--- config.mk ---
export PLATFORM = sky130hd
export DESIGN_NAME = string_uart_top
export DESIGN_NICKNAME = d
export VERILOG_FILES = /design/src/verilog/str_frame_pkg.sv /design/src/verilog/uart_line_pkg.sv /design/src/verilog/rx_frame_buffer.sv /design/src/verilog/string_frame_ctrl.sv /design/src/verilog/string_uart_top.sv /design/src/verilog/uart_rx_deserializer.sv /design/src/verilog/uart_tx_serializer.sv
export SDC_FILE = /design/constraint.sdc
export NUM_CORES = 1
export LEC_CHECK = 0
export ABC_AREA = 1
export BUFFER_PORTS_ARGS = -buffer_cell sky130_fd_sc_hd__buf_2
export CAP_MARGIN = 0
export CORE_ASPECT_RATIO = 0.7
export CORE_MARGIN = 3
export CORE_UTILIZATION = 40
export CTS_BUF_LIST = sky130_fd_sc_hd__clkbuf_8
export CTS_CLUSTER_DIAMETER = 60
export DETAILED_ROUTE_END_ITERATION = 12
export PLACE_DENSITY_LB_ADDON = 0.08
export SLEW_MARGIN = 20
export SYNTH_ARGS = -nofsm -noshare
export SYNTH_HDL_FRONTEND = slang
export SYNTH_SLANG_ARGS = --single-unit
--- constraint.sdc ---
create_clock -name sys_clk -period 5.6 [get_ports sys_clk]
set_clock_uncertainty 0.1 [all_clocks]
set_input_delay 1.12 -clock sys_clk [delete_from_list [all_inputs] [get_ports sys_clk]]
set_output_delay 1.12 -clock sys_clk [all_outputs]
set_load 0.02 [all_outputs]
--- src/verilog/str_frame_pkg.sv ---
/*
 * String framing definitions
 * marker character, transmit and receive FSM encodings and the
 * command word sent to the receive buffer
 */
package str_frame_pkg;

	// "&" opens and closes every frame, two of each
	localparam logic [7:0] MARKER = 8'h26;

	// one-hot transmit states
	typedef enum logic [6:0] {
		TX_IDLE    = 7'b000_0001,
		TX_MARK1   = 7'b000_0010,
		TX_MARK2   = 7'b000_0100,
		TX_PAYLOAD = 7'b000_1000,
		TX_MARK3   = 7'b001_0000,
		TX_MARK4   = 7'b010_0000,
		TX_FINISH  = 7'b100_0000
	} tx_state_t;

	typedef enum logic [2:0] {
		RX_HUNT,
		RX_MARK1_SEEN,
		RX_PAYLOAD,
		RX_MARK3_SEEN,
		RX_COMMIT
	} rx_state_t;

	// all three flags are single-cycle strobes
	typedef struct packed {
		logic       clear;
		logic       write;
		logic       commit;
		logic [7:0] data;
	} rx_buf_cmd_t;

endpackage

--- src/verilog/uart_line_pkg.sv ---
/*
 * UART line format
 * character layout of the 8N1 serial line, its idle level and the
 * struct that carries a received character to the framing logic
 */
package uart_line_pkg;

	// data bits per character, sent lsb first
	localparam int DATA_BITS = 8;

	// start + data + one stop bit
	localparam int FRAME_BITS = DATA_BITS + 2;

	// mark level, also the stop bit value
	localparam logic LINE_IDLE = 1'b1;

	// one received character, valid is a single-cycle strobe
	typedef struct packed {
		logic                 valid;
		logic [DATA_BITS-1:0] data;
	} ser_byte_t;

endpackage

--- src/verilog/rx_frame_buffer.sv ---
/*
 * Receive frame buffer
 * collects payload bytes in a working register and copies them with
 * their count into the holding registers on commit
 */
`timescale 1ns/10ps

module rx_frame_buffer #(
	parameter int MAX_LEN = 16
) (
	input  logic                          sys_clk,
	input  logic                          sys_rst_n,
	input  str_frame_pkg::rx_buf_cmd_t    buf_cmd,
	output logic                          buf_full,
	output logic [MAX_LEN*8-1:0]          rx_string,
	output logic [$clog2(MAX_LEN + 1)-1:0] rx_length
);

	localparam int LEN_W = $clog2(MAX_LEN + 1);

	logic [MAX_LEN-1:0][7:0] work;
	logic [LEN_W-1:0]        wr_idx;

	assign buf_full = (wr_idx == LEN_W'(MAX_LEN));

	always_ff @(posedge sys_clk or negedge sys_rst_n) begin
		if (!sys_rst_n)
			wr_idx <= '0;
		else if (buf_cmd.clear)
			wr_idx <= '0;
		else if (buf_cmd.write)
			wr_idx <= wr_idx + 1'b1;
	end

	always_ff @(posedge sys_clk) begin
		if (buf_cmd.write) begin
			for (int i = 0; i < MAX_LEN; i++) begin
				if (wr_idx == LEN_W'(i))
					work[i] <= buf_cmd.data;
			end
		end
	end

	// bytes past the write index may be left over from an older frame
	always_ff @(posedge sys_clk or negedge sys_rst_n) begin
		if (!sys_rst_n) begin
			rx_string <= '0;
			rx_length <= '0;
		end else if (buf_cmd.commit) begin
			rx_length <= wr_idx;
			for (int i = 0; i < MAX_LEN; i++)
				rx_string[8*i +: 8] <= (LEN_W'(i) < wr_idx) ? work[i] : 8'h00;
		end
	end

	a_no_write_full: assert property (@(posedge sys_clk) disable iff (!sys_rst_n)
		!(buf_cmd.write && buf_full));

endmodule

--- src/verilog/string_frame_ctrl.sv ---
/*
 * String frame control
 * transmit FSM that sequences markers and payload into the serializer,
 * receive FSM that hunts for "&&", fills the buffer and checks the close
 */
`timescale 1ns/10ps

module string_frame_ctrl #(
	parameter int MAX_LEN = 16
) (
	input  logic                           sys_clk,
	input  logic                           sys_rst_n,
	input  logic [MAX_LEN*8-1:0]           tx_string,
	input  logic [$clog2(MAX_LEN + 1)-1:0] tx_length,
	input  logic                           tx_req,
	output logic                           tx_busy,
	output logic                           tx_done,
	output logic                           byte_start,
	output logic [7:0]                     byte_data,
	input  logic                           byte_done,
	input  uart_line_pkg::ser_byte_t       rx_byte,
	input  logic                           line_err,
	output str_frame_pkg::rx_buf_cmd_t     buf_cmd,
	input  logic                           buf_full,
	output logic                           rx_done,
	output logic                           rx_err
);

	localparam int LEN_W = $clog2(MAX_LEN + 1);

	str_frame_pkg::tx_state_t tx_state;
	str_frame_pkg::tx_state_t tx_next;
	str_frame_pkg::rx_state_t rx_state;
	str_frame_pkg::rx_state_t rx_next;
	logic [LEN_W-1:0]         tx_idx;
	logic [7:0]               tx_pick;
	logic                     tx_launch;
	logic                     tx_use_payload;
	logic                     rx_abort;
	logic                     rx_is_marker;
	logic                     in_flight;

	assign tx_busy = (tx_state != str_frame_pkg::TX_IDLE);
	assign tx_done = (tx_state == str_frame_pkg::TX_FINISH);
	assign rx_done = (rx_state == str_frame_pkg::RX_COMMIT);
	assign rx_is_marker = (rx_byte.data == str_frame_pkg::MARKER);

	// payload byte at the current index
	always_comb begin
		tx_pick = '0;
		for (int i = 0; i < MAX_LEN; i++) begin
			if (tx_idx == LEN_W'(i))
				tx_pick = tx_string[8*i +: 8];
		end
	end

	// next byte is launched in the cycle after byte_done
	always_comb begin
		tx_next        = tx_state;
		tx_launch      = 1'b0;
		tx_use_payload = 1'b0;
		case (tx_state)
			str_frame_pkg::TX_IDLE: begin
				if (tx_req) begin
					tx_next   = str_frame_pkg::TX_MARK1;
					tx_launch = 1'b1;
				end
			end
			str_frame_pkg::TX_MARK1: begin
				if (byte_done) begin
					tx_next   = str_frame_pkg::TX_MARK2;
					tx_launch = 1'b1;
				end
			end
			str_frame_pkg::TX_MARK2: begin
				if (byte_done) begin
					tx_launch = 1'b1;
					if (tx_length == '0) begin
						tx_next = str_frame_pkg::TX_MARK3;
					end else begin
						tx_next        = str_frame_pkg::TX_PAYLOAD;
						tx_use_payload = 1'b1;
					end
				end
			end
			str_frame_pkg::TX_PAYLOAD: begin
				if (byte_done) begin
					tx_launch = 1'b1;
					if (tx_idx == tx_length)
						tx_next = str_frame_pkg::TX_MARK3;
					else
						tx_use_payload = 1'b1;
				end
			end
			str_frame_pkg::TX_MARK3: begin
				if (byte_done) begin
					tx_next   = str_frame_pkg::TX_MARK4;
					tx_launch = 1'b1;
				end
			end
			str_frame_pkg::TX_MARK4: begin
				if (byte_done)
					tx_next = str_frame_pkg::TX_FINISH;
			end
			default: tx_next = str_frame_pkg::TX_IDLE;
		endcase
	end

	always_ff @(posedge sys_clk or negedge sys_rst_n) begin
		if (!sys_rst_n) begin
			tx_state   <= str_frame_pkg::TX_IDLE;
			byte_start <= 1'b0;
			tx_idx     <= '0;
		end else begin
			tx_state   <= tx_next;
			byte_start <= tx_launch;
			if (tx_state == str_frame_pkg::TX_IDLE)
				tx_idx <= '0;
			else if (tx_use_payload)
				tx_idx <= tx_idx + 1'b1;
		end
	end

	always_ff @(posedge sys_clk) begin
		if (tx_launch)
			byte_data <= tx_use_payload ? tx_pick : str_frame_pkg::MARKER;
	end

	// a character is in flight from byte_start until byte_done
	always_ff @(posedge sys_clk or negedge sys_rst_n) begin
		if (!sys_rst_n)
			in_flight <= 1'b0;
		else if (byte_start)
			in_flight <= 1'b1;
		else if (byte_done)
			in_flight <= 1'b0;
	end

	// buffer commands go out in the same cycle as the received byte
	always_comb begin
		rx_next      = rx_state;
		rx_abort     = 1'b0;
		buf_cmd      = '0;
		buf_cmd.data = rx_byte.data;
		case (rx_state)
			str_frame_pkg::RX_HUNT: begin
				if (rx_byte.valid && rx_is_marker)
					rx_next = str_frame_pkg::RX_MARK1_SEEN;
			end
			str_frame_pkg::RX_MARK1_SEEN: begin
				if (rx_byte.valid) begin
					if (rx_is_marker) begin
						rx_next       = str_frame_pkg::RX_PAYLOAD;
						buf_cmd.clear = 1'b1;
					end else begin
						rx_next = str_frame_pkg::RX_HUNT;
					end
				end
			end
			str_frame_pkg::RX_PAYLOAD: begin
				if (rx_byte.valid) begin
					if (rx_is_marker)
						rx_next = str_frame_pkg::RX_MARK3_SEEN;
					else if (buf_full)
						rx_abort = 1'b1;
					else
						buf_cmd.write = 1'b1;
				end
			end
			str_frame_pkg::RX_MARK3_SEEN: begin
				if (rx_byte.valid) begin
					if (rx_is_marker) begin
						rx_next        = str_frame_pkg::RX_COMMIT;
						buf_cmd.commit = 1'b1;
					end else begin
						rx_abort = 1'b1;
					end
				end
			end
			default: rx_next = str_frame_pkg::RX_HUNT;
		endcase
		// bad stop bit anywhere inside a frame
		if (line_err && rx_state != str_frame_pkg::RX_HUNT &&
		    rx_state != str_frame_pkg::RX_COMMIT)
			rx_abort = 1'b1;
		if (rx_abort) begin
			rx_next        = str_frame_pkg::RX_HUNT;
			buf_cmd.clear  = 1'b1;
			buf_cmd.write  = 1'b0;
			buf_cmd.commit = 1'b0;
		end
	end

	always_ff @(posedge sys_clk or negedge sys_rst_n) begin
		if (!sys_rst_n) begin
			rx_state <= str_frame_pkg::RX_HUNT;
			rx_err   <= 1'b0;
		end else begin
			rx_state <= rx_next;
			rx_err   <= rx_abort;
		end
	end

	a_start_free: assert property (@(posedge sys_clk) disable iff (!sys_rst_n)
		byte_start |-> !in_flight);

	a_done_xor_err: assert property (@(posedge sys_clk) disable iff (!sys_rst_n)
		!(rx_done && rx_err));

endmodule

--- src/verilog/string_uart_top.sv ---
/*
 * String UART top level
 * sends and receives "&&payload&&" frames over one 8N1 line
 */
`timescale 1ns/10ps

module string_uart_top #(
	parameter int CLK_FREQ_HZ = 50_000_000,
	parameter int BAUD_RATE   = 115_200,
	parameter int MAX_LEN     = 16
) (
	input  logic                           sys_clk,
	input  logic                           sys_rst_n,
	input  logic [MAX_LEN*8-1:0]           tx_string,
	input  logic [$clog2(MAX_LEN + 1)-1:0] tx_length,
	input  logic                           tx_req,
	output logic                           tx_busy,
	output logic                           tx_done,
	output logic [MAX_LEN*8-1:0]           rx_string,
	output logic [$clog2(MAX_LEN + 1)-1:0] rx_length,
	output logic                           rx_done,
	output logic                           rx_err,
	input  logic                           uart_rx_port,
	output logic                           uart_tx_port
);

	// integer divide, baud error grows at low clock ratios
	localparam int CLKS_PER_BIT = CLK_FREQ_HZ / BAUD_RATE;

	logic                       byte_start;
	logic [7:0]                 byte_data;
	logic                       byte_done;
	uart_line_pkg::ser_byte_t   rx_byte;
	logic                       line_err;
	str_frame_pkg::rx_buf_cmd_t buf_cmd;
	logic                       buf_full;

	string_frame_ctrl #(
		.MAX_LEN (MAX_LEN)
	) u_ctrl (
		.sys_clk    (sys_clk),
		.sys_rst_n  (sys_rst_n),
		.tx_string  (tx_string),
		.tx_length  (tx_length),
		.tx_req     (tx_req),
		.tx_busy    (tx_busy),
		.tx_done    (tx_done),
		.byte_start (byte_start),
		.byte_data  (byte_data),
		.byte_done  (byte_done),
		.rx_byte    (rx_byte),
		.line_err   (line_err),
		.buf_cmd    (buf_cmd),
		.buf_full   (buf_full),
		.rx_done    (rx_done),
		.rx_err     (rx_err)
	);

	uart_tx_serializer #(
		.CLKS_PER_BIT (CLKS_PER_BIT)
	) u_tx (
		.sys_clk    (sys_clk),
		.sys_rst_n  (sys_rst_n),
		.byte_start (byte_start),
		.byte_data  (byte_data),
		.byte_done  (byte_done),
		.tx_line    (uart_tx_port)
	);

	uart_rx_deserializer #(
		.CLKS_PER_BIT (CLKS_PER_BIT)
	) u_rx (
		.sys_clk   (sys_clk),
		.sys_rst_n (sys_rst_n),
		.rx_line   (uart_rx_port),
		.rx_byte   (rx_byte),
		.line_err  (line_err)
	);

	rx_frame_buffer #(
		.MAX_LEN (MAX_LEN)
	) u_buf (
		.sys_clk   (sys_clk),
		.sys_rst_n (sys_rst_n),
		.buf_cmd   (buf_cmd),
		.buf_full  (buf_full),
		.rx_string (rx_string),
		.rx_length (rx_length)
	);

endmodule

--- src/verilog/uart_rx_deserializer.sv ---
/*
 * UART receive deserializer
 * synchronizes the line, confirms a start bit at half a bit time and
 * samples each following bit in its middle
 */
`timescale 1ns/10ps

module uart_rx_deserializer #(
	parameter int CLKS_PER_BIT = 8
) (
	input  logic                     sys_clk,
	input  logic                     sys_rst_n,
	input  logic                     rx_line,
	output uart_line_pkg::ser_byte_t rx_byte,
	output logic                     line_err
);

	localparam int DB    = uart_line_pkg::DATA_BITS;
	localparam int CNT_W = (CLKS_PER_BIT > 1) ? $clog2(CLKS_PER_BIT) : 1;
	localparam int IDX_W = $clog2(DB);
	localparam logic [CNT_W-1:0] HALF_LAST = CNT_W'(CLKS_PER_BIT / 2 - 1);
	localparam logic [CNT_W-1:0] BIT_LAST  = CNT_W'(CLKS_PER_BIT - 1);
	localparam logic [IDX_W-1:0] IDX_LAST  = IDX_W'(DB - 1);

	typedef enum logic [1:0] {
		RXD_IDLE,
		RXD_START,
		RXD_DATA,
		RXD_STOP
	} rxd_state_t;

	rxd_state_t       state;
	logic [1:0]       sync_ff;
	logic             rx_sync;
	logic             line_prev;
	logic [CNT_W-1:0] cnt;
	logic [IDX_W-1:0] bit_idx;
	logic [DB-1:0]    shift;
	logic             byte_vld;

	assign rx_sync = sync_ff[1];
	assign rx_byte.valid = byte_vld;
	assign rx_byte.data  = shift;

	// two-flop synchronizer plus one delayed copy for edge detect
	always_ff @(posedge sys_clk or negedge sys_rst_n) begin
		if (!sys_rst_n) begin
			sync_ff   <= {2{uart_line_pkg::LINE_IDLE}};
			line_prev <= uart_line_pkg::LINE_IDLE;
		end else begin
			sync_ff   <= {sync_ff[0], rx_line};
			line_prev <= rx_sync;
		end
	end

	always_ff @(posedge sys_clk or negedge sys_rst_n) begin
		if (!sys_rst_n) begin
			state    <= RXD_IDLE;
			cnt      <= '0;
			bit_idx  <= '0;
			byte_vld <= 1'b0;
			line_err <= 1'b0;
		end else begin
			byte_vld <= 1'b0;
			line_err <= 1'b0;
			cnt      <= cnt + 1'b1;
			case (state)
				RXD_IDLE: begin
					cnt <= '0;
					// falling edge only, a stuck-low line does not retrigger
					if (line_prev == uart_line_pkg::LINE_IDLE &&
					    rx_sync != uart_line_pkg::LINE_IDLE)
						state <= RXD_START;
				end
				RXD_START: begin
					if (cnt == HALF_LAST) begin
						cnt     <= '0;
						bit_idx <= '0;
						// line back high by now means a glitch
						state   <= (rx_sync == uart_line_pkg::LINE_IDLE) ? RXD_IDLE : RXD_DATA;
					end
				end
				RXD_DATA: begin
					if (cnt == BIT_LAST) begin
						cnt     <= '0;
						bit_idx <= bit_idx + 1'b1;
						if (bit_idx == IDX_LAST)
							state <= RXD_STOP;
					end
				end
				RXD_STOP: begin
					if (cnt == BIT_LAST) begin
						state <= RXD_IDLE;
						if (rx_sync == uart_line_pkg::LINE_IDLE)
							byte_vld <= 1'b1;
						else
							line_err <= 1'b1;
					end
				end
				default: state <= RXD_IDLE;
			endcase
		end
	end

	// lsb arrives first
	always_ff @(posedge sys_clk) begin
		if (state == RXD_DATA && cnt == BIT_LAST)
			shift <= {rx_sync, shift[DB-1:1]};
	end

endmodule

--- src/verilog/uart_tx_serializer.sv ---
/*
 * UART transmit serializer
 * sends one byte as start, 8 data bits lsb first and one stop bit,
 * then pulses byte_done in the last cycle of the stop bit
 */
`timescale 1ns/10ps

module uart_tx_serializer #(
	parameter int CLKS_PER_BIT = 8
) (
	input  logic       sys_clk,
	input  logic       sys_rst_n,
	input  logic       byte_start,
	input  logic [7:0] byte_data,
	output logic       byte_done,
	output logic       tx_line
);

	localparam int CNT_W = (CLKS_PER_BIT > 1) ? $clog2(CLKS_PER_BIT) : 1;
	localparam int BIT_W = $clog2(uart_line_pkg::FRAME_BITS);
	localparam logic [CNT_W-1:0] BIT_LAST  = CNT_W'(CLKS_PER_BIT - 1);
	localparam logic [BIT_W-1:0] DATA_LAST = BIT_W'(uart_line_pkg::DATA_BITS);
	localparam logic [BIT_W-1:0] STOP_IDX  = BIT_W'(uart_line_pkg::FRAME_BITS - 1);

	logic                                busy;
	logic [CNT_W-1:0]                    baud_cnt;
	logic [BIT_W-1:0]                    bit_cnt;
	logic [uart_line_pkg::DATA_BITS-1:0] shift;

	assign byte_done = busy && (bit_cnt == STOP_IDX) && (baud_cnt == BIT_LAST);

	// bit_cnt 0 is the start bit, 1..8 data, 9 stop
	always_ff @(posedge sys_clk or negedge sys_rst_n) begin
		if (!sys_rst_n) begin
			busy     <= 1'b0;
			baud_cnt <= '0;
			bit_cnt  <= '0;
			tx_line  <= uart_line_pkg::LINE_IDLE;
		end else if (!busy) begin
			if (byte_start) begin
				busy     <= 1'b1;
				baud_cnt <= '0;
				bit_cnt  <= '0;
				tx_line  <= ~uart_line_pkg::LINE_IDLE;
			end
		end else if (baud_cnt == BIT_LAST) begin
			baud_cnt <= '0;
			bit_cnt  <= bit_cnt + 1'b1;
			if (bit_cnt == STOP_IDX)
				busy <= 1'b0;
			else if (bit_cnt == DATA_LAST)
				tx_line <= uart_line_pkg::LINE_IDLE;
			else
				tx_line <= shift[0];
		end else begin
			baud_cnt <= baud_cnt + 1'b1;
		end
	end

	always_ff @(posedge sys_clk) begin
		if (!busy && byte_start)
			shift <= byte_data;
		else if (busy && (baud_cnt == BIT_LAST) && (bit_cnt < DATA_LAST))
			shift <= shift >> 1;
	end

	a_idle_high: assert property (@(posedge sys_clk) disable iff (!sys_rst_n)
		!busy |-> (tx_line == uart_line_pkg::LINE_IDLE));

endmodule
* Yosys cells after proc, flatten, opt, wreduce, memory -nomap -nowiden *
Index checks and enable logic that the tools add are counted.
Widths: inputs -> output; s select.

storage, ports and cells
  flip-flop bits (word level) = 341
  input bits = 137
  logic and storage cells = 296

operators by class
  bitwise operators = 1
  multiplexer cells = 114
  $lt $le $gt $ge = 17
  reduce and logical (&&, ||, !) cells = 45
  add/subtract/negate cells = 6
  eq/ne operators = 75

operators with widths
  kind                 number
  $mux 8               34
  $eq 5x4->1 const B   16
  $mux 7               7
  $mux 9               5
  $pmux 7 s6           1
  $eq 5x3->1 const B   8
  $lt 4x5->1 const A   8
  $mux 1               35
  $reduce_and 2->1     17
  $mux 3               10
  $pmux 9 s3           1
  $mux 5               5
  $eq 5x2->1 const B   4
  $lt 3x5->1 const A   4
  $add 9x1->9 const B  2
  $eq 9x9->1 const B   2
  $ne 3x1->1 const B   6
  $ne 2x2->1 const B   8
  $logic_not 5->1      3
  $mux 2               7
  $mux 4               3
  $ne 2x1->1 const B   6
  $pmux 3 s4           1
  $add 5x1->5 const B  2
  40 further kinds     63

* Logic depth before layout (Yosys ltp) *
  word-level depth = 17
  gate-level depth with buffers = 23
  depth with buffers taken out = 22

* Modules after synthesis *
Synthesis repeated with hierarchy kept, for this count alone.

unflattened totals
  cells, all modules = 1619
  area total of the unflattened synthesis = 15139.5 um^2

by module, submodules not included
  module                cells an instance  times used  seq. area each (um^2)  area each (um^2)
  rx_frame_buffer       817                1           7297.0                 9624.2
  string_frame_ctrl     525                1           666.9                  2959.1
  uart_rx_deserializer  145                1           719.4                  1283.7
  uart_tx_serializer    132                1           616.8                  1272.5

* Worst setup path after synthesis *
Ideal clock, no wire load.

  kind = reg-to-reg
  start = reg u_rx.shift[4]
  end = reg u_buf.work[88] (netlist name) (enable)
  cell stages (with the launch flop) = 10
  slack = 2.621 ns
  buffers on the path = 0
  arrival = 2.484 ns
  required time = 5.105 ns
  clock period less this slack = 2.979 ns
  path through = edfxtp_1 -> nor3_1 -> nand4_1 -> a32oi_2 -> o21ai_1 -> nor2_1 -> nand2_1 -> nor2_4 -> nand2_1 -> nor4_1

on the way
  cells in the longest elaborated chain, start to end = 7
  elaborated cells between the ends (all ways) = 12

RTL lines
  what                                   RTL line                                            source
  start, declared                        uart_rx_deserializer.sv:38                          logic [DB-1:0] shift;
  start signal, assigned                 uart_rx_deserializer.sv:108                         shift <= {rx_sync, shift[DB-1:1]};
  $eq 8x6->1 (*)                         string_frame_ctrl.sv:46                             assign rx_is_marker = (rx_byte.data == str_frame_pkg::MARKER);
  $mux 1, on equally long branches       string_frame_ctrl.sv:172, string_frame_ctrl.sv:162
  $mux 1, on equally long branches       string_frame_ctrl.sv:171, string_frame_ctrl.sv:161
  $pmux 1 s2                             string_frame_ctrl.sv:145                            case (rx_state)
  $mux 1                                 string_frame_ctrl.sv:183                            if (line_err && rx_state != str_frame_pkg::RX_HUNT &&
  $mux 3 (*)                             string_frame_ctrl.sv:186                            if (rx_abort) begin
  $reduce_and 2->1 (no source line) (*)  --
  end signal, assigned by index          rx_frame_buffer.sv:39                               work[i] <= buf_cmd.data;
  end, declared                          rx_frame_buffer.sv:21                               logic [MAX_LEN-1:0][7:0] work;

Mark *: on every way between the ends. The rest lies on a longest branch, timed or not.
A chain may end at the register's enable or synchronous reset.

* Worst setup path in the final report *
  start = reg u_buf.wr_idx[0]
  end = reg u_buf.work[14] (netlist name) (enable)

on the way
  cells in the longest elaborated chain, start to end = 8
  elaborated cells between the ends (all ways) = 13

RTL lines
  what                                   RTL line                  source
  start, declared                        rx_frame_buffer.sv:22     logic [LEN_W-1:0] wr_idx;
  start signal, assigned                 rx_frame_buffer.sv:32     wr_idx <= wr_idx + 1'b1;
  $eq 5x5->1                             rx_frame_buffer.sv:24     assign buf_full = (wr_idx == LEN_W'(MAX_LEN));
  $mux 1                                 string_frame_ctrl.sv:164  else if (buf_full)
  $mux 1                                 string_frame_ctrl.sv:162  if (rx_is_marker)
  $mux 1                                 string_frame_ctrl.sv:161  if (rx_byte.valid) begin
  $pmux 1 s2                             string_frame_ctrl.sv:145
  $mux 1                                 string_frame_ctrl.sv:183
  $mux 3                                 string_frame_ctrl.sv:186
  $reduce_and 2->1 (no source line) (*)  --

Marks and branches as above.

==> key figures <==
Global routing
  • Met1 Use GR: 32.3%
  • Largest net degree at the start of global routing: 122
  • Initial antenna violation count: 2
  • Grt met3 use: 3.85%
  • Number of global-route vias before repair: 11200
  • First-pass GRT wire length: 64100 um
  • Gr busiest metal: met1
  • Total grt overflow: 0
  • Met2 Usage GRT: 29.0%
  • GRT Resource Usage Total: 20.4%

STA
  • Final period util: 63.3%
  • Max Freq: 0.282 GHz
  • Final Max Slew Viols: 0
  • Final setup viols: 0
  • RSZ-0062 raised after global routing: no
  • Rel. slew slack: 36.2%
  • Final Hold Viols: 0
  • Slew @ Worst Pin: 0.957 ns
  • Setup TNS Final: 0 ns
  • Fin crit period: 3.55 ns

Floorplanning
  • DIE HEIGHT: 168 um
  • Die area: 39800 um2
  • Die width: 237 um
  • # rows: 58
  • Core area: 36400 um2
  • Initial Utilization: 41.1%
  • # IOs: 275

Power
  • Peak supply drop: 0.140 mV
  • PwrDens: 282 nW/um2
  • Leak: 8.30 nW

Cells and area
  • Share of cells above drive strength 1: 21.3%
  • Non-filler cells in the finished layout: 2362
  • Final Util: 48.8%
  • Final net count: 1997
  • Number of fill cells in the layout: 3433
  • Area Growth Syn to Fin: 18.9%
  • Final Cell Area: 17800 um2

Drt
  • Routed Antenna Nets: 0
  • Vias per Instance: 4.93
  • 1st-pass router iterations: 5
  • Drt drc: 0
  • Starting DRC count in detailed routing: 778
  • Drt total wl: 41000 um
  • Drt wl/cell: 17.4 um
  • Vias: 11600

Place
  • Placed insts: 2266
  • RePlAce Congestion: 0.932
  • DP HPWL: 29500 um
  • PortBufs: 274
  • Area after DPL: 16800 um2

Hold path
  • Hold/Removal Path Class: reg -> reg

Logic synthesis
  • Largest cells by area after synthesis: dfrtp_1, edfxtp_1, nand2_1, o21ai_0, inv_1
  • Syn_nets: 1713
  • Top cell type's share of synthesized area: 30.8%
  • Mean Syn Cell Area: 9.63 um2
  • Post-synthesis instance area: 15000 um2
  • Ys Warns: 0
  • Synth unique cells: 45
  • Top FF cell, synth: dfrtp_1
  • Sequential area share after synthesis: 62.1%
  • Yosys top cell by area: dfrtp_1
  • Number of synthesized flops with an enable pin: 152
  • Fraction of registers with async set/reset: 55.4%
  • Synth Instances: 1554
  • Seq cells post-synth: 341

Clocking
  • Post-CTS sizing: 0
  • Hold_buf cts: 0
  • Clk root buf: clkbuf_8
  • Setup Fix Bufs, Post-CTS: 0
  • H-tree depth: 2
  • TritonCTS clock tree: built
  • Clk_lat worst skew: 0.60 ns
  • TritonCTS Sinks: 341
  • Num CTS Buffers: 50
  • Clock Pin Slew Worst Setup and Hold Paths: 0.07 ns
  • CTS max path bufs: 3

Critical path
  • Worst Path Max Fanout: 13
  • Critical Path RT: 5.71 ns
  • Worst setup EP type: flip-flop
  • Startpoint Class: flip-flop
  • Worst Path Arrival: 3.65 ns
  • CP Class: reg -> reg

Flow run
  • Max-Cap Viols: 0

Outcome
  • Status: completed
==> area by class of cell <==
type / count / area [um2] / share of cell area (%)
Tap cell: 480 / 601 / 3.38
Clock buffer: 60 / 826 / 4.64
Inverter: 186 / 701 / 3.94
Multi-Input combinational cell: 977 / 4750 / 26.7
Antenna cell: 2 / 5.00 / 0.0281
Sequential cell: 341 / 9300 / 52.3
Timing Repair Buffer: 282 / 1440 / 8.09
Clock inverter: 34 / 166 / 0.935
==> synthesized netlist by cell type (6+ instances only) <==
cell type  instances
nor2_1            73
ha_1              22
or2_0              6
or2_2             14
nand4_1           15
o31ai_1           26
dfrtp_1          184
nor3_1            18
buf_2             21
nand2_1          450
nand3_1           87
inv_1            170
edfxtp_1         152
nor2_4             7
o22ai_1            8
o21ai_1            9
clkbuf_1          25
inv_2             12
or2_1              6
a21oi_1           22
o21ai_0          178
==> path summary, 6_finish.rpt <==
path                            cells past startpoint              end  slack, ns             from
worst max register to register                     13   u_buf.work[14]       2.05  u_buf.wr_idx[0]
max in group asynchronous                           2  u_rx.sync_ff[0]       3.71        sys_rst_n
min in group asynchronous                           1  u_tx.bit_cnt[3]       0.56        sys_rst_n
worst min register to register                      0  u_rx.sync_ff[1]       0.26  u_rx.sync_ff[0]
worst min-delay path                                0  u_rx.sync_ff[1]       0.26  u_rx.sync_ff[0]
worst max-delay path                               13   u_buf.work[14]       2.05  u_buf.wr_idx[0]
==> cells by family (layout without fill, tap and decap cells) <==
group           count (synthesis)  in the layout  synth area share (%)
compound gates                254            254                  9.34
fa+ha+maj                      22             22                  1.84
buf+inv                       236            562                  6.26
simple gates                  693            693                  19.9
xor+xnor                        7              7                 0.410
mux                             1              1                0.0752
flops                         341            341                  62.1
other cells                     0              2                     0
==> flip-flops by register name, summed over array words and instances, names as in the netlist, 7 cells and up, named ones only <==
name and flops:
u_tx.baud_cnt 9, u_buf.work 128, u_ctrl.tx_state 7, u_rx.cnt 9, u_rx.shift 8, u_tx.shift 8
u_buf.rx_string 128, u_ctrl.byte_data 8
==> power by group <==
group          internal (mW)  switching (mW)  leakage (nW)
Sequential              2.65          0.0321          3.96
Combinational          0.132           0.240          3.74
Clock                   1.02           0.945         0.602
==> critical path, stage by stage, from the launching register on <==
cell and delay (ns):
dfrtp_1 0.59, inv_1 0.23, ha_1 0.28, nand3_1 0.10, nand2_1 0.07, a32oi_2 0.29, o21ai_1 0.13, nor2_1 0.10
nand2_1 0.10, nor2_4 0.16, inv_2 0.09, nor2_1 0.14, nand2_1 0.17, nor2_1 0.61
==> through the flow <==
| step | setup slack (ns) | power [mW] | hold WS, ns |
|---|---|---|---|
| 2_1_floorplan | 2.62 | 2.94 | 0.245 |
| 3_3_place_gp | 2.12 | 3.10 | 0.246 |
| 3_5_place_dp | 2.04 | 3.10 | 0.253 |
| 4_1_cts | 2.03 | 5.08 | 0.262 |
| 5_1_grt | 1.72 | 5.25 | 0.267 |
| 6_report | 2.05 | 5.02 | 0.259 |
==> metal layers <==
| metal | wire length, um | vias up |
|---|---|---|
| met5 | 0 | - |
| li1 | - | 5703 |
| met4 | 682 | 0 |
| met3 | 2610 | 55 |
| met2 | 16800 | 340 |
| met1 | 20900 | 5539 |
==> cell usage in the layout (no fill, tap or decap), types with 3 or more instances in the layout <==
master / n
or2_0: 6
nor2_4: 7
ha_1: 22
nor2_1: 73
nand2_1: 449
nor4_2: 3
o22ai_1: 8
inv_1: 195
o21ai_0: 177
edfxtp_1: 152
inv_2: 12
nand4_1: 15
nor4_1: 5
nand3_1: 87
buf_2: 273
a21oi_1: 21
buf_4: 8
or2_2: 14
o21ai_1: 10
clkinv_1: 7
dfstp_2: 5
a211oi_1: 3
dfrtp_1: 184
clkbuf_8: 61
xor2_1: 5
or2_1: 6
nor3_1: 17
o31ai_1: 26
No activity file was read; power rests on OpenSTA's default activity.
